<file path="config.mk">
export PLATFORM = sky130hd
export DESIGN_NAME = decodeTop
export DESIGN_NICKNAME = d
export VERILOG_FILES = /design/src/hdl/decodeCtrlPkg.sv /design/src/hdl/mipsIsaPkg.sv /design/src/hdl/decodeTop.sv /design/src/hdl/decodeIssue.sv /design/src/hdl/regFlowDecode.sv /design/src/hdl/aluCtrlDecode.sv
export SDC_FILE = /design/constraint.sdc
export NUM_CORES = 1
export LEC_CHECK = 0
export ABC_AREA = 1
export BUFFER_PORTS_ARGS = -buffer_cell sky130_fd_sc_hd__buf_4
export CAP_MARGIN = 0
export CORE_AREA = 2 2 88 90
export DETAILED_ROUTE_END_ITERATION = 16
export DIE_AREA = 0 0 90 92
export PLACE_DENSITY = 0.64
export SLEW_MARGIN = 30
export SYNTH_ARGS = -nofsm -noshare
export SYNTH_HDL_FRONTEND = slang
export SYNTH_SLANG_ARGS = --single-unit
</file>
<file path="constraint.sdc">
create_clock -name clk -period 4.8 [get_ports clk]
set_clock_uncertainty 0.15 [all_clocks]
set_input_delay 0.24 -clock clk [delete_from_list [all_inputs] [get_ports clk]]
set_output_delay 0.24 -clock clk [all_outputs]
set_load 0.01 [all_outputs]
</file>
<file path="src/hdl/decodeCtrlPkg.sv">
`default_nettype none

package decodeCtrlPkg;

    localparam int dataWidth       = 32;
    localparam int aluOpWidth      = 5;
    localparam int branchTypeWidth = 4;

    typedef enum logic [aluOpWidth-1:0] {
        aluNop,
        aluAnd,
        aluOr,
        aluXor,
        aluNor,
        aluSlt,
        aluSltu,
        aluAdd,
        aluAddu,
        aluSub,
        aluSubu,
        aluSll,
        aluSllv,
        aluSrl,
        aluSrlv,
        aluSra,
        aluSrav,
        aluLui
    } aluOpE;

    typedef enum logic [branchTypeWidth-1:0] {
        btNop,
        btJ,
        btJreg,  // target from rs
        btBeq,
        btBne,
        btBgtz,
        btBlez,
        btBgez,
        btBltz
    } branchTypeE;

endpackage

`default_nettype wire

</file>
<file path="src/hdl/mipsIsaPkg.sv">
`default_nettype none

package mipsIsaPkg;

    localparam int instrWidth   = 32;
    localparam int regAddrWidth = 5;
    localparam int immWidth     = 16;
    localparam int opWidth      = 6;
    localparam int functWidth   = 6;
    localparam int shamtWidth   = 5;

    localparam logic [regAddrWidth-1:0] linkReg = 5'd31;  // receives pc+8

    // major opcodes in instr[31:26]
    typedef enum logic [opWidth-1:0] {
        opSpecial = 6'b000000,
        opRegimm  = 6'b000001,
        opJ       = 6'b000010,
        opJal     = 6'b000011,
        opBeq     = 6'b000100,
        opBne     = 6'b000101,
        opBlez    = 6'b000110,
        opBgtz    = 6'b000111,
        opAddi    = 6'b001000,
        opAddiu   = 6'b001001,
        opSlti    = 6'b001010,
        opSltiu   = 6'b001011,
        opAndi    = 6'b001100,
        opOri     = 6'b001101,
        opXori    = 6'b001110,
        opLui     = 6'b001111,
        opLb      = 6'b100000,
        opLh      = 6'b100001,
        opLw      = 6'b100011,
        opLbu     = 6'b100100,
        opLhu     = 6'b100101,
        opSb      = 6'b101000,
        opSh      = 6'b101001,
        opSw      = 6'b101011
    } opcodeE;

    typedef enum logic [functWidth-1:0] {
        fnSll  = 6'b000000,
        fnSrl  = 6'b000010,
        fnSra  = 6'b000011,
        fnSllv = 6'b000100,
        fnSrlv = 6'b000110,
        fnSrav = 6'b000111,
        fnJr   = 6'b001000,
        fnJalr = 6'b001001,
        fnAdd  = 6'b100000,
        fnAddu = 6'b100001,
        fnSub  = 6'b100010,
        fnSubu = 6'b100011,
        fnAnd  = 6'b100100,
        fnOr   = 6'b100101,
        fnXor  = 6'b100110,
        fnNor  = 6'b100111,
        fnSlt  = 6'b101010,
        fnSltu = 6'b101011
    } functE;

    typedef enum logic [regAddrWidth-1:0] {  // sits in the rt field
        rtBltz   = 5'b00000,
        rtBgez   = 5'b00001,
        rtBltzal = 5'b10000,
        rtBgezal = 5'b10001
    } regimmE;

endpackage

`default_nettype wire
</file>
<file path="src/hdl/decodeTop.sv">
`default_nettype none

module decodeTop #(
    parameter int QueueDepth = 4
) (
    input  wire logic                                  clk,
    input  wire logic                                  arstN,
    input  wire logic [mipsIsaPkg::instrWidth-1:0]     instr,
    input  wire logic                                  instrValid,
    output logic                                       instrReady,
    input  wire logic                                  creditReturn,
    output logic                                       decValid,
    output decodeCtrlPkg::aluOpE                       aluOp,
    output logic                                       aluSelA,
    output logic                                       aluSelB,
    output logic                                       memEn,
    output logic                                       memRead,
    output logic                                       memWrite,
    output logic                                       memToReg,
    output logic                                       regWen,
    output logic      [mipsIsaPkg::regAddrWidth-1:0]   regWaddr,
    output logic      [mipsIsaPkg::regAddrWidth-1:0]   rsAddr,
    output logic      [mipsIsaPkg::regAddrWidth-1:0]   rtAddr,
    output logic      [mipsIsaPkg::shamtWidth-1:0]     shamt,
    output logic      [decodeCtrlPkg::dataWidth-1:0]   immExt,
    output decodeCtrlPkg::branchTypeE                  branchType,
    output logic                                       linkPc8,
    output logic                                       undefinedInst
);
    import mipsIsaPkg::*;
    import decodeCtrlPkg::*;

    // combinational decode of the incoming word
    aluOpE                   aluOpDec;
    logic                    aluSelADec;
    logic                    aluSelBDec;
    logic                    memEnDec;
    logic                    memReadDec;
    logic                    memWriteDec;
    logic                    memToRegDec;
    logic                    regWenDec;
    logic                    undefinedInstDec;
    logic [regAddrWidth-1:0] rsAddrDec;
    logic [regAddrWidth-1:0] rtAddrDec;
    logic [regAddrWidth-1:0] regWaddrDec;
    branchTypeE              branchTypeDec;
    logic                    linkPc8Dec;

    aluCtrlDecode aluCtrlDecode0 (
        .instr         (instr),
        .aluOp         (aluOpDec),
        .aluSelA       (aluSelADec),
        .aluSelB       (aluSelBDec),
        .memEn         (memEnDec),
        .memRead       (memReadDec),
        .memWrite      (memWriteDec),
        .memToReg      (memToRegDec),
        .regWen        (regWenDec),
        .undefinedInst (undefinedInstDec)
    );

    regFlowDecode regFlowDecode0 (
        .instr      (instr),
        .rsAddr     (rsAddrDec),
        .rtAddr     (rtAddrDec),
        .regWaddr   (regWaddrDec),
        .branchType (branchTypeDec),
        .linkPc8    (linkPc8Dec)
    );

    decodeIssue #(
        .QueueDepth (QueueDepth)
    ) decodeIssue0 (
        .clk              (clk),
        .arstN            (arstN),
        .instr            (instr),
        .instrValid       (instrValid),
        .creditReturn     (creditReturn),
        .aluOpDec         (aluOpDec),
        .aluSelADec       (aluSelADec),
        .aluSelBDec       (aluSelBDec),
        .memEnDec         (memEnDec),
        .memReadDec       (memReadDec),
        .memWriteDec      (memWriteDec),
        .memToRegDec      (memToRegDec),
        .regWenDec        (regWenDec),
        .undefinedInstDec (undefinedInstDec),
        .rsAddrDec        (rsAddrDec),
        .rtAddrDec        (rtAddrDec),
        .regWaddrDec      (regWaddrDec),
        .branchTypeDec    (branchTypeDec),
        .linkPc8Dec       (linkPc8Dec),
        .instrReady       (instrReady),
        .decValid         (decValid),
        .aluOp            (aluOp),
        .aluSelA          (aluSelA),
        .aluSelB          (aluSelB),
        .memEn            (memEn),
        .memRead          (memRead),
        .memWrite         (memWrite),
        .memToReg         (memToReg),
        .regWen           (regWen),
        .regWaddr         (regWaddr),
        .rsAddr           (rsAddr),
        .rtAddr           (rtAddr),
        .shamt            (shamt),
        .immExt           (immExt),
        .branchType       (branchType),
        .linkPc8          (linkPc8),
        .undefinedInst    (undefinedInst)
    );

endmodule

`default_nettype wire

</file>
<file path="src/hdl/decodeIssue.sv">
`default_nettype none

module decodeIssue #(
    parameter int QueueDepth = 4
) (
    input  wire logic                                  clk,
    input  wire logic                                  arstN,
    input  wire logic [mipsIsaPkg::instrWidth-1:0]     instr,
    input  wire logic                                  instrValid,
    input  wire logic                                  creditReturn,
    input  wire decodeCtrlPkg::aluOpE                  aluOpDec,
    input  wire logic                                  aluSelADec,
    input  wire logic                                  aluSelBDec,
    input  wire logic                                  memEnDec,
    input  wire logic                                  memReadDec,
    input  wire logic                                  memWriteDec,
    input  wire logic                                  memToRegDec,
    input  wire logic                                  regWenDec,
    input  wire logic                                  undefinedInstDec,
    input  wire logic [mipsIsaPkg::regAddrWidth-1:0]   rsAddrDec,
    input  wire logic [mipsIsaPkg::regAddrWidth-1:0]   rtAddrDec,
    input  wire logic [mipsIsaPkg::regAddrWidth-1:0]   regWaddrDec,
    input  wire decodeCtrlPkg::branchTypeE             branchTypeDec,
    input  wire logic                                  linkPc8Dec,
    output logic                                       instrReady,
    output logic                                       decValid,
    output decodeCtrlPkg::aluOpE                       aluOp,
    output logic                                       aluSelA,
    output logic                                       aluSelB,
    output logic                                       memEn,
    output logic                                       memRead,
    output logic                                       memWrite,
    output logic                                       memToReg,
    output logic                                       regWen,
    output logic      [mipsIsaPkg::regAddrWidth-1:0]   regWaddr,
    output logic      [mipsIsaPkg::regAddrWidth-1:0]   rsAddr,
    output logic      [mipsIsaPkg::regAddrWidth-1:0]   rtAddr,
    output logic      [mipsIsaPkg::shamtWidth-1:0]     shamt,
    output logic      [decodeCtrlPkg::dataWidth-1:0]   immExt,
    output decodeCtrlPkg::branchTypeE                  branchType,
    output logic                                       linkPc8,
    output logic                                       undefinedInst
);
    import mipsIsaPkg::*;
    import decodeCtrlPkg::*;

    localparam int cntWidth = $clog2(QueueDepth + 1);

    logic [cntWidth-1:0] credits;
    logic                xfer;
    logic [immWidth-1:0] imm;
    logic                zeroExt;

    assign xfer       = instrValid && instrReady;
    assign instrReady = (credits != '0);
    assign imm        = instr[immWidth-1:0];
    assign zeroExt    = (instr[29:28] == 2'b11);  // andi, ori, xori, lui

    always_ff @(posedge clk or negedge arstN) begin
        if (!arstN) begin
            credits  <= cntWidth'(QueueDepth);
            decValid <= 1'b0;
        end else begin
            decValid <= xfer;
            if (xfer && !creditReturn) begin
                credits <= credits - 1'b1;
            end else if (creditReturn && !xfer && credits != cntWidth'(QueueDepth)) begin
                credits <= credits + 1'b1;  // saturates at queue depth
            end
        end
    end

    always_ff @(posedge clk) begin
        if (xfer) begin
            aluOp         <= aluOpDec;
            aluSelA       <= aluSelADec;
            aluSelB       <= aluSelBDec;
            memEn         <= memEnDec;
            memRead       <= memReadDec;
            memWrite      <= memWriteDec;
            memToReg      <= memToRegDec;
            regWen        <= regWenDec;
            regWaddr      <= regWaddrDec;
            rsAddr        <= rsAddrDec;
            rtAddr        <= rtAddrDec;
            shamt         <= instr[10:6];
            immExt        <= zeroExt ? {{(dataWidth-immWidth){1'b0}}, imm}
                                     : {{(dataWidth-immWidth){imm[immWidth-1]}}, imm};
            branchType    <= branchTypeDec;
            linkPc8       <= linkPc8Dec;
            undefinedInst <= undefinedInstDec;
        end
    end

endmodule

`default_nettype wire

</file>
<file path="src/hdl/regFlowDecode.sv">
`default_nettype none

module regFlowDecode (
    input  wire logic [mipsIsaPkg::instrWidth-1:0]   instr,
    output logic      [mipsIsaPkg::regAddrWidth-1:0] rsAddr,
    output logic      [mipsIsaPkg::regAddrWidth-1:0] rtAddr,
    output logic      [mipsIsaPkg::regAddrWidth-1:0] regWaddr,
    output decodeCtrlPkg::branchTypeE                branchType,
    output logic                                     linkPc8
);
    import mipsIsaPkg::*;
    import decodeCtrlPkg::*;

    opcodeE opcode;
    functE  funct;
    regimmE rtSel;

    assign opcode = opcodeE'(instr[31:26]);
    assign funct  = functE'(instr[5:0]);
    assign rtSel  = regimmE'(instr[20:16]);

    always_comb begin
        rsAddr     = instr[25:21];
        rtAddr     = instr[20:16];
        regWaddr   = instr[15:11];  // rd
        branchType = btNop;
        linkPc8    = 1'b0;
        case (opcode)
            opSpecial: begin
                if (funct == fnJr || funct == fnJalr) begin
                    branchType = btJreg;
                    linkPc8    = (funct == fnJalr);
                end
            end
            opLb, opLh, opLw, opLbu, opLhu,
            opAddi, opAddiu, opSlti, opSltiu, opAndi, opOri, opXori, opLui: begin
                regWaddr = instr[20:16];  // rt is the destination
                rtAddr   = '0;
            end
            opJ, opJal: begin
                rsAddr     = '0;
                rtAddr     = '0;
                branchType = btJ;
                if (opcode == opJal) begin
                    linkPc8  = 1'b1;
                    regWaddr = linkReg;
                end
            end
            opBeq:  branchType = btBeq;
            opBne:  branchType = btBne;
            opBgtz: branchType = btBgtz;
            opBlez: branchType = btBlez;
            opRegimm: begin
                case (rtSel)
                    rtBgez, rtBgezal: branchType = btBgez;
                    rtBltz, rtBltzal: branchType = btBltz;
                    default:          branchType = btNop;
                endcase
                if (rtSel == rtBgezal || rtSel == rtBltzal) begin
                    linkPc8  = 1'b1;
                    regWaddr = linkReg;
                    rtAddr   = '0;  // rt only selects the condition
                end
            end
            default: branchType = btNop;
        endcase
    end

endmodule

`default_nettype wire

</file>
<file path="src/hdl/aluCtrlDecode.sv">
`default_nettype none

module aluCtrlDecode (
    input  wire logic [mipsIsaPkg::instrWidth-1:0] instr,
    output decodeCtrlPkg::aluOpE                   aluOp,
    output logic                                   aluSelA,
    output logic                                   aluSelB,
    output logic                                   memEn,
    output logic                                   memRead,
    output logic                                   memWrite,
    output logic                                   memToReg,
    output logic                                   regWen,
    output logic                                   undefinedInst
);
    import mipsIsaPkg::*;
    import decodeCtrlPkg::*;

    opcodeE opcode;
    functE  funct;
    regimmE rtSel;

    assign opcode = opcodeE'(instr[31:26]);
    assign funct  = functE'(instr[5:0]);
    assign rtSel  = regimmE'(instr[20:16]);

    always_comb begin
        aluOp         = aluNop;
        aluSelA       = 1'b0;
        aluSelB       = 1'b0;
        memEn         = 1'b0;
        memRead       = 1'b0;
        memWrite      = 1'b0;
        memToReg      = 1'b0;
        regWen        = 1'b0;
        undefinedInst = 1'b0;
        case (opcode)
            opSpecial: begin
                regWen = 1'b1;
                case (funct)
                    fnAnd:  aluOp = aluAnd;
                    fnOr:   aluOp = aluOr;
                    fnXor:  aluOp = aluXor;
                    fnNor:  aluOp = aluNor;
                    fnSlt:  aluOp = aluSlt;
                    fnSltu: aluOp = aluSltu;
                    fnAdd:  aluOp = aluAdd;
                    fnAddu: aluOp = aluAddu;
                    fnSub:  aluOp = aluSub;
                    fnSubu: aluOp = aluSubu;
                    fnSllv: aluOp = aluSllv;
                    fnSrlv: aluOp = aluSrlv;
                    fnSrav: aluOp = aluSrav;
                    fnSll, fnSrl, fnSra: begin
                        aluSelA = 1'b1;  // shift amount from shamt
                        aluOp   = (funct == fnSll) ? aluSll :
                                  (funct == fnSrl) ? aluSrl : aluSra;
                    end
                    fnJr:   regWen = 1'b0;
                    fnJalr: aluOp = aluNop;  // rd <= pc+8
                    default: begin
                        regWen        = 1'b0;
                        undefinedInst = 1'b1;
                    end
                endcase
            end
            opLb, opLh, opLw, opLbu, opLhu: begin
                aluOp    = aluAddu;  // base + offset
                aluSelB  = 1'b1;
                memEn    = 1'b1;
                memRead  = 1'b1;
                memToReg = 1'b1;
                regWen   = 1'b1;
            end
            opSb, opSh, opSw: begin
                aluOp    = aluAddu;
                aluSelB  = 1'b1;
                memEn    = 1'b1;
                memWrite = 1'b1;
            end
            opAddi, opAddiu, opSlti, opSltiu, opAndi, opOri, opXori, opLui: begin
                aluSelB = 1'b1;
                regWen  = 1'b1;
                case (opcode)
                    opAddi:  aluOp = aluAdd;
                    opAddiu: aluOp = aluAddu;
                    opSlti:  aluOp = aluSlt;
                    opSltiu: aluOp = aluSltu;
                    opAndi:  aluOp = aluAnd;
                    opOri:   aluOp = aluOr;
                    opXori:  aluOp = aluXor;
                    default: aluOp = aluLui;
                endcase
            end
            opJ, opBeq, opBne, opBlez, opBgtz: aluOp = aluNop;
            opJal: regWen = 1'b1;
            opRegimm: begin
                case (rtSel)
                    rtBgezal, rtBltzal: regWen = 1'b1;
                    rtBgez, rtBltz:     aluOp = aluNop;
                    default:            undefinedInst = 1'b1;
                endcase
            end
            default: undefinedInst = 1'b1;  // cop0, special2 and the rest
        endcase
    end

endmodule

`default_nettype wire

</file>
==> key figures, run 1 <==
Status
  • Status: finished clean

Synth
  • Post-Synth Simple-Gate Area: around 25%
  • Top FF cell, synth: edfxtp_1
  • Post-synthesis instance total: 294
  • Area share of fa/ha/maj cells after synthesis: less than 1%
  • Syn_nets: 331
  • Netlist cell types: 33
  • Synth Cell Area: between 0.002 and 0.003 mm²
  • Sequential area share after synthesis: a little under three fifths
  • Xor/xnor cell area share of the yosys netlist: less than 1%
  • Mux share of post-synthesis cell area: 0%
  • Compound-Gate Fraction of Synth Area: under 10%
  • Synth warnings: 0
  • Largest family of logic cells by synthesized area: simple AND/OR/NAND/NOR gates
  • Yosys reg bits: between 50 and 60
  • EDFF count, synth: between 40 and 50
  • Synth async-reset ratio: around 7.5%
  • Synth Area per Inst: between 9 and 10 µm²

Setup path
  • Worst Path Arrival: 1.72 ns
  • Worst Path Required: approximately 4.5 ns
  • CP cell instances: nor2_1 > nand2_1 > nand2_1 > clkinv_2
  • Worst Setup End Kind: flop
  • CP startpoint kind: flop
  • Slowest CP cell: clkinv_2
  • Crit Path Max Fanout: 50
  • Most used cell, CP: nand2_1
  • Crit path kind: reg2reg
  • Slowest stage delay, CP: 0.63 ns

Global routing
  • Number of global-route vias before repair: approximately 2,100
  • Largest net degree at the start of global routing: 51
  • Initial antenna violation count: 0
  • Grt total ovfl: 0
  • Tot GR Track Use: 15.01%
  • First-pass GRT wire length: between 9000 and 10,000 µm

CTS
  • Clock-pin slew on the worst setup and hold paths: approximately 0.08 ns
  • CTS Sinks: 53
  • Setup bufs post-CTS: 0
  • Htree depth: 2
  • Worst skew pair latency: roughly 0.29 ns
  • CTS Buffer Depth: 2
  • Root buf cell: clkbuf_8
  • Hold_buf cts: 16
  • Cts repair resizes: 0
  • CTS tree: built
  • CTS buffer count: 5

Floorplanning
  • # IOs: between 100 and 150
  • # rows: 32
  • Core area: around 0.0074 mm²
  • Initial core utilization: between 30% and 40%
  • Die Area: 0.008280 mm²
  • Die X: around 90 µm
  • Die Span Y: 92 µm

Drt
  • Met2 wire len: around 3100 µm
  • Vias: 2,329
  • 1st-iter DRT viols: 147
  • Initial DRT Pass Iterations: 4
  • Top sig layer: met4
  • Met3 WL post-DR: approximately 450 µm
  • Met1 WL: 2716 µm
  • Vias per cell: ~4.6
  • Final wirelength: roughly 6400 µm
  • Final ANT Viol Nets: 0
  • WL/cell: 12.56 µm
  • # DRC: 0

Power and ir drop
  • Leak: between 1.5 and 2 nW
  • Power per cell area: around 330 mW/mm²
  • Maximum vdd ir drop: about 110 µV

Layout
  • Commonest non-fill, non-tap cells in the layout: buf_4 (107), nand2_1 (58), edfxtp_1 (49), inv_1 (39), nand3_1 (32)
  • # diodes: 0
  • Non-filler cells, final: 506
  • Share of cells above drive strength 1: approximately a third
  • Area growth from synthesis to layout: 36.62%
  • Post-layout nets: 440
  • Commonest non-fill, non-tap cell in the layout: buf_4

Place
  • Cells after DPL: between 400 and 500
  • Port-buffer cells: 107
  • Routability cong.: just over 0.9
  • HPWL Detailed: roughly 4600 µm

STA
  • Share of the clock period used by the worst path: about 43%
  • Slew Limit Fails: 0
  • Unrepaired setup endpoints after global routing: no
  • Worst-margin pin slew: between 0.8 and 0.9 ns
  • Max Freq: between 0.4 and 0.5 GHz
  • Final setup viols: 0
  • Min Clock Period, post-route: slightly above 2 ns
  • Setup_tns: 0 ns
  • Final Hold Violating Endpoints: 0
  • Rel. slew slack: between 40 and 50%

Flow run
  • Max-cap violations: 0

Min path
  • Worst min-delay path class: in2reg
layout make-up:
type                    count  area [µm²]
repair buffers            124       973.4
flip-flops and latches     53        1573
clock buffers               8       90.09
inverters                  46       173.9
well taps                 102       127.6
fillers                   712        3615
multi-input cells         173       894.6
final timing paths:
check | from | endpoint | slack, ns | cells past startpoint
worst max-delay path | decodeIssue0.credits[0]$_DFFE_PN0P_ | decodeIssue0.branchType[0]$_DFFE_PP_ | 2.73 | 4
worst min-delay path | instr[22] | decodeIssue0.rsAddr[1]$_SDFFCE_PP0P_ | 0.05 | 3
worst max register to register | decodeIssue0.credits[0]$_DFFE_PN0P_ | decodeIssue0.branchType[0]$_DFFE_PP_ | 2.73 | 4
worst min register to register | decodeIssue0.credits[2]$_DFFE_PN1P_ | decodeIssue0.credits[2]$_DFFE_PN1P_ | 0.32 | 2
max in group asynchronous | arstN | decodeIssue0.credits[2]$_DFFE_PN1P_ | 4.20 | 2
min in group asynchronous | arstN | decodeIssue0.credits[0]$_DFFE_PN0P_ | 0.12 | 2
sequential cells by signal, indices dropped and copies added, names as in the netlist, 3 cells and up:
signal and count:
decodeIssue0.rtAddr 5, decodeIssue0.aluOp 5, decodeIssue0.rsAddr 5, decodeIssue0.branchType 4
decodeIssue0.regWaddr 5, decodeIssue0.immExt 17, decodeIssue0.credits 3
cells in the mapped netlist, types with 3 or more instances:
master,n,share of area [%]
nand2_2,4,0.89
nand4_1,3,0.67
nand3_2,3,1.1
inv_2,6,0.80
nand2_1,58,7.8
nor2_4,5,2.0
edfxtp_1,49,52
nand3_1,32,5.7
a21oi_1,3,0.54
nor2_1,30,4.0
inv_1,40,5.4
dfrtp_1,3,2.7
o21ai_0,17,3.0
buf_4,22,5.9
per-stage QoR:
stage	util [%]	total power (W)	hold slack, ns	setup WS, ns	cell area, µm²
after floorplan	-	0.0008631	-0.2056	2.509	2805
after global placement	47.95	0.001026	-0.1110	2.785	3571
after detailed placement	47.95	0.001036	-0.1113	2.757	3571
after CTS	51.31	0.001300	0.0002635	2.731	3821
after global routing	51.46	0.001358	0.05238	2.537	3832
final	51.46	0.001281	0.05006	2.728	3832
critical path: cells and delay by family (launching register included):
kind | cells | cell delay [ns]
buffers and inverters | 1 | 0.63
flip-flops | 1 | 0.41
AND/OR/NAND/NOR | 3 | 0.35
routing by layer:
metal / vias up / global-route usage (%)
met5: - / 0
met4: 0 / 5.128
met3: 7 / 3.205
met2: 108 / 24.25
met1: 1045 / 20.17
li1: 1169 / -
power by group:
part           switching (W)  total [W]  internal [W]
sequential         0.0000337   0.000647      0.000613
clock               0.000129   0.000247      0.000118
combinational       0.000209   0.000387      0.000178
cells by family (layout without fill, tap and decap cells):
family          count (synthesis)  after routing
buf+inv                        68            178
fa+ha+maj                       1              1
simple gates                  142            142
compound gates                 29             29
flops                          53             53
xor+xnor                        1              1
(Power assumes the default switching activity.)
==> inputs of run 2 (changes only) <==
Clock period 4.8 ns to 1.91 ns, I/O delays scaled along.
==> run 2 against run 1 <==
Wire length up 2.3%. Critical path depth up 8. Non-clock buffer count is 17 higher. Combinational power grew to 2.8 times the previous value. Sequential power grew to 2.5 times the previous value. Die area did not move. First-iteration DRC count is 20% lower. Clock-buffer cell count fell by 2.
==> key figures, run 2 (synthesis gave the netlist of run 1 again) <==
Layout
  • Commonest non-fill, non-tap cell in the layout: buf_4
  • Share of cells above drive strength 1: 37.29%
  • Post-layout nets: ~460
  • Area growth from synthesis to layout: 44.60%
  • # diodes: 0
  • Max reg flops: 17
  • Final Cell Area: slightly above 0.004 mm²
  • Biggest register: decodeIssue0.immExt
  • Commonest non-fill, non-tap cells in the layout: buf_4 (112), nand2_1 (55), edfxtp_1 (49), inv_1 (36), nand3_1 (32)

Power and ir drop
  • Leak: ~1.9 nW
  • Maximum vdd ir drop: 380.4 µV
  • Power per cell area: 863.6 mW/mm²

Drt
  • # DRC: 0
  • Vias: roughly 2,400
  • Vias per cell: about 4.6
  • 1st-iter DRT viols: 117
  • Initial DRT Pass Iterations: 4
  • WL/cell: about 12 µm
  • Final ANT Viol Nets: 0
  • Final wirelength: between 6000 and 7000 µm

Setup path
  • Worst reg2reg endpoint: decodeIssue0.credits[2]$_DFFE_PN1P_
  • CP startpoint kind: flop
  • R2R Setup Slk: between 0.09 and 0.1 ns
  • Worst Path Required: between 2 and 2.5 ns
  • Critical R2R Launch: decodeIssue0.credits[2]$_DFFE_PN1P_
  • Crit Path Max Fanout: 3
  • R2R depth: 12
  • Worst Path Arrival: roughly 1.9 ns
  • Worst Setup End Kind: flop
  • Crit path kind: reg2reg

Floorplanning
  • Initial core utilization: 37.67%
  • Core area: 0.007447 mm²
  • Die Span Y: just over 90 µm
  • Die X: around 90 µm
  • # IOs: 108
  • # rows: 32
  • Die Area: ~0.0083 mm²

Place
  • HPWL Detailed: approximately 4700 µm
  • DP Area: 0.003632 mm²
  • Pre-CTS WS: -0.04108 ns
  • Routability cong.: 0.8552
  • Port-buffer cells: around 110

STA
  • Max Freq: approximately 0.55 GHz
  • Final setup margin: just under 0.1 ns
  • Final Hold Violating Endpoints: 0
  • Worst-margin pin slew: about 0.42 ns
  • Final setup viols: 0
  • Share of the clock period used by the worst path: approximately 95%
  • Setup_tns: 0 ns
  • Rel. slew slack: a little under three quarters
  • Min Clock Period, post-route: 1.814 ns
  • Slew Limit Fails: 0

CTS
  • Worst skew pair latency: around 0.31 ns
  • Clock-pin slew on the worst setup and hold paths: 0.10 ns
  • CTS Sinks: 53
  • CTS buffer count: 5
  • Root buf cell: clkbuf_8
  • Htree depth: 2
  • CTS tree: built
  • CTS Buffer Depth: 2

Min path
  • Hold_sp: creditReturn
  • Worst min-delay path class: in2reg
  • WHS Path Cells: 6
  • Worst Hold Path EP: decodeIssue0.credits[2]$_DFFE_PN1P_

Global routing
  • Number of global-route vias before repair: between 2,000 and 2,500
  • Initial antenna violation count: 0
  • Tot GR Track Use: around 16%
  • Grt total ovfl: 0
  • Largest net degree at the start of global routing: 40
  • First-pass GRT wire length: between 10,000 and 15,000 µm

Status
  • Status: finished clean

Flow run
  • Max-cap violations: 0
-- run 2: cell types whose count changed in the layout (fill, tap and decap cells not counted), moves of 2 or more --
cell	before	now
dlygate4sd3_1	17	28
buf_4	107	112
inv_1	39	36
inv_2	6	9
nand2_1	58	55
nand2_2	4	7
clkbuf_1	2	0
clkinvlp_4	0	2
nor2_1	30	28
-- run 2: worst max-delay path by stage --
stage / endpoint / from / slack [ns] / depth (start not counted)
2_1_floorplan: decodeIssue0.aluOp[0]$_DFFE_PP_ / decodeIssue0.credits[1]$_DFFE_PN0P_ / -0.02 / 4
3_3_place_gp: decodeIssue0.credits[2]$_DFFE_PN1P_ / decodeIssue0.credits[2]$_DFFE_PN1P_ / 0.06 / 12
3_5_place_dp: decodeIssue0.credits[2]$_DFFE_PN1P_ / decodeIssue0.credits[2]$_DFFE_PN1P_ / -0.04 / 12
4_1_cts: decodeIssue0.credits[2]$_DFFE_PN1P_ / decodeIssue0.credits[2]$_DFFE_PN1P_ / 0.05 / 12
5_1_grt: decodeIssue0.credits[2]$_DFFE_PN1P_ / decodeIssue0.credits[2]$_DFFE_PN1P_ / -0.007 / 12
6_report: decodeIssue0.credits[2]$_DFFE_PN1P_ / decodeIssue0.credits[2]$_DFFE_PN1P_ / 0.1 / 12
-- run 2: final cells by class --
class                   count  area [µm²]
clock buffers               6       82.58
clock inverters             2       37.54
fillers                   697        3391
inverters                  46       176.4
multi-input cells         173       918.4
flip-flops and latches     53        1573
well taps                 102       127.6
repair buffers            141        1141
-- run 2: layer usage --
metal	GRT usage [%]	vias to the layer above	routed length, µm
li1	-	1200	-
met1	20.95	1089	2926
met2	26.19	86	3114
met3	3.122	7	368
met4	4.872	0	92
met5	0	-	0
-- run 2: where the power goes --
part           switching (W)  total, W  internal (W)
Sequential         0.0000908   0.00163       0.00153
Clock               0.000368  0.000794      0.000426
Combinational       0.000562   0.00108      0.000522
-- run 2: worst max-delay path, stage by stage (launching register included) --
cell and delay, ns:
dfstp_2 0.55, inv_2 0.04, nand2_2 0.08, nand2_2 0.08, nor2_4 0.13, inv_2 0.05, fa_2 0.34, inv_2 0.08
nand2_2 0.06, o21ai_2 0.06, inv_1 0.05, nand2_1 0.05, nand2_1 0.05
-- run 2: through the flow --
| step | total power, W | util (%) | hold WS, ns | instances |
|---|---|---|---|---|
| floorplan | 0.002183 | - | -0.3501 | 294 |
| global placement | 0.002630 | 48.77 | -0.2560 | 486 |
| detailed placement | 0.002653 | 48.77 | -0.2546 | 486 |
| CTS | 0.003510 | 54.28 | 0.004788 | 522 |
| global route | 0.003692 | 54.47 | 0.04337 | 523 |
| finish | 0.003503 | 54.47 | 0.007065 | 523 |
-- run 2: timing repair --
item,CTS,global route
cloned,0,0
endpoints found under the setup margin,1,1
pin swaps,0,3
endpoints found under the hold margin,38,0
gates resized for setup,5,4
buffers inserted,0,1
hold buffers,28,0
==> inputs of run 3 (changes only) <==
Settings changed: CORE_AREA 2 2 88 90 to 2 2 79 81, DIE_AREA 0 0 90 92 to 0 0 81 83, PLACE_DENSITY 0.64 to 0.78.
==> run 3 against run 2 <==
Fmax increased by 0.71%. Global-route usage increased by 4.8 points. Critical path depth unchanged. Flip-flop and latch count unchanged. Register-to-register slack about the same. Design area unchanged. Total power increased by 3.6%. Largest cell class unchanged. Largest power group unchanged. Highest routed layer unchanged.
==> key figures, run 3 (synthesis gave the netlist of run 1 again) <==
Status
  • Status: finished clean

Setup path
  • R2R depth: 12
  • Worst Path Arrival: between 1.5 and 2 ns
  • Most used cell, CP: inv_2
  • R2R Setup Slk: around 0.11 ns
  • Slowest CP cell: dfstp_2
  • Slowest stage delay, CP: about 0.55 ns
  • Crit path kind: reg2reg
  • CP startpoint kind: flop
  • Critical R2R Launch: decodeIssue0.credits[2]$_DFFE_PN1P_
  • Worst reg2reg endpoint: decodeIssue0.credits[2]$_DFFE_PN1P_
  • CP cell instances: inv_2 > nand2_2 > nand2_4 > nor2_4 > inv_2 > fa_2 > inv_2 > nand2_2 > o21ai_2 > inv_1 > nand2_1 > nand2_1
  • Crit Path Max Fanout: 2
  • Worst Setup End Kind: flop
  • Worst Path Required: roughly 2.0 ns

Power and ir drop
  • Maximum vdd ir drop: about 540 µV
  • Leak: ~1.9 nW
  • Power per cell area: slightly below 900 mW/mm²

STA
  • Slew Limit Fails: 0
  • Hold WS: around 0.064 ns
  • Worst-margin pin slew: ~0.43 ns
  • Rel. slew slack: 71.08%
  • Final setup margin: 0.1090 ns
  • Final setup viols: 0
  • Share of the clock period used by the worst path: 94.29%
  • Max Freq: ~0.56 GHz
  • Final Hold Violating Endpoints: 0
  • Min Clock Period, post-route: between 1.5 and 2 ns
  • Unrepaired setup endpoints after global routing: no

Global routing
  • Tot GR Track Use: around a fifth
  • Grt total ovfl: 0
  • Largest net degree at the start of global routing: 29
  • Initial antenna violation count: 0
  • First-pass GRT wire length: between 10,000 and 15,000 µm
  • Number of global-route vias before repair: 2,300

Flow run
  • Max-cap violations: 0

Min path
  • Worst min-delay path class: in2reg
  • WHS Path Cells: 3
  • Hold_sp: instr[26]
  • Worst Hold Path EP: decodeIssue0.branchType[2]$_DFFE_PP_

Drt
  • Vias per cell: between 4 and 5
  • WL/cell: about 14 µm
  • Initial DRT Pass Iterations: 5
  • 1st-iter DRT viols: 114
  • # DRC: 0
  • Vias: around 2,500
  • Final ANT Viol Nets: 0
  • Final wirelength: just under 7000 µm

CTS
  • Clock-pin slew on the worst setup and hold paths: 0.09 ns
  • CTS Sinks: 53
  • CTS Buffer Depth: 2
  • CTS tree: built
  • Worst skew pair latency: approximately 0.3 ns
  • CTS buffer count: 5
  • Root buf cell: clkbuf_8
  • Htree depth: 2

Floorplanning
  • Die X: roughly 80 µm
  • Core area: ~0.0058 mm²
  • Die Area: between 0.006 and 0.007 mm²
  • Initial core utilization: between 40 and 50%
  • # IOs: about 110
  • # rows: 28
  • Die Span Y: between 80 and 90 µm

Layout
  • # diodes: 0
  • Commonest non-fill, non-tap cells in the layout: buf_4 (111), nand2_1 (55), edfxtp_1 (49), inv_1 (36), nand3_1 (32)
  • Max reg flops: 17
  • Commonest non-fill, non-tap cell in the layout: buf_4
  • Biggest register: decodeIssue0.immExt
  • Area growth from synthesis to layout: 44.60%
  • Post-layout nets: between 400 and 500
  • Final Cell Area: 0.004056 mm²
  • Share of cells above drive strength 1: 37.53%

Place
  • DP Area: between 0.003 and 0.004 mm²
  • Port-buffer cells: 107
  • Routability cong.: 0.8492
  • Pre-CTS WS: -0.08454 ns
  • HPWL Detailed: ~4800 µm
## run 3: cell count changes in the layout (fill, tap and decap cells not counted), sizes merged
cell,previous run,this run
bufinv,1,2
clkbuf,6,5
clkinv,0,1
clkinvlp,2,1
## run 3: power by group
part           internal (W)  switching [W]
combinational      0.000541       0.000581
clock              0.000520       0.000360
sequential          0.00153      0.0000928
total               0.00260        0.00103
## run 3: worst max-delay path by stage
stage / startpoint / to / slack, ns / depth (start not counted)
floorplan: decodeIssue0.credits[1]$_DFFE_PN0P_ / decodeIssue0.aluOp[0]$_DFFE_PP_ / -0.02 / 4
global placement: decodeIssue0.credits[2]$_DFFE_PN1P_ / decodeIssue0.credits[2]$_DFFE_PN1P_ / 0.07 / 12
detailed placement: decodeIssue0.credits[2]$_DFFE_PN1P_ / decodeIssue0.credits[2]$_DFFE_PN1P_ / -0.08 / 12
CTS: decodeIssue0.credits[2]$_DFFE_PN1P_ / decodeIssue0.credits[2]$_DFFE_PN1P_ / 0.04 / 12
global route: decodeIssue0.credits[2]$_DFFE_PN1P_ / decodeIssue0.credits[2]$_DFFE_PN1P_ / 0.03 / 12
finish: decodeIssue0.credits[2]$_DFFE_PN1P_ / decodeIssue0.credits[2]$_DFFE_PN1P_ / 0.11 / 12
## run 3: worst max-delay path: cells and delay by family (launching register included)
kind	cells	cell delay [ns]
compound gates	1	0.06
fa+ha+maj	1	0.33
simple gates	6	0.41
flops	1	0.55
buf+inv	4	0.22
## run 3: routing by layer
layer / global-route usage (%) / part of all wire (%)
met1: 25.29 / 39
met2: 35.54 / 51
met3: 2.935 / 7.1
met4: 8.320 / 2.6
met5: 0 / 0
## run 3: timing repair
action                                  4_1_cts  5_1_grt
hold buffers                                 28        0
resized for setup                             7        4
pin swaps                                     1        2
endpoints found under the hold margin        37        0
buffers inserted                              2        1
endpoints found under the setup margin        1        2
## run 3: metrics by stage
step | util [%] | TNS, ns | power [W] | std cells
floorplan | - | -0.8634 | 0.002183 | 294
global placement | 61.83 | 0 | 0.002633 | 457
detailed placement | 61.83 | -0.08454 | 0.002673 | 457
CTS | 69.45 | 0 | 0.003637 | 495
global route | 69.75 | 0 | 0.003826 | 496
finish | 69.75 | 0 | 0.003630 | 496
## run 3: cell type report
class	count	area, µm²
Tap cell	75	93.84
Fill cell	438	1759
Timing Repair Buffer	141	1154
Sequential cell	53	1573
Multi-Input combinational cell	173	925.9
Inverter	46	176.4
Clock buffer	5	68.82
Clock inverter	3	65.06
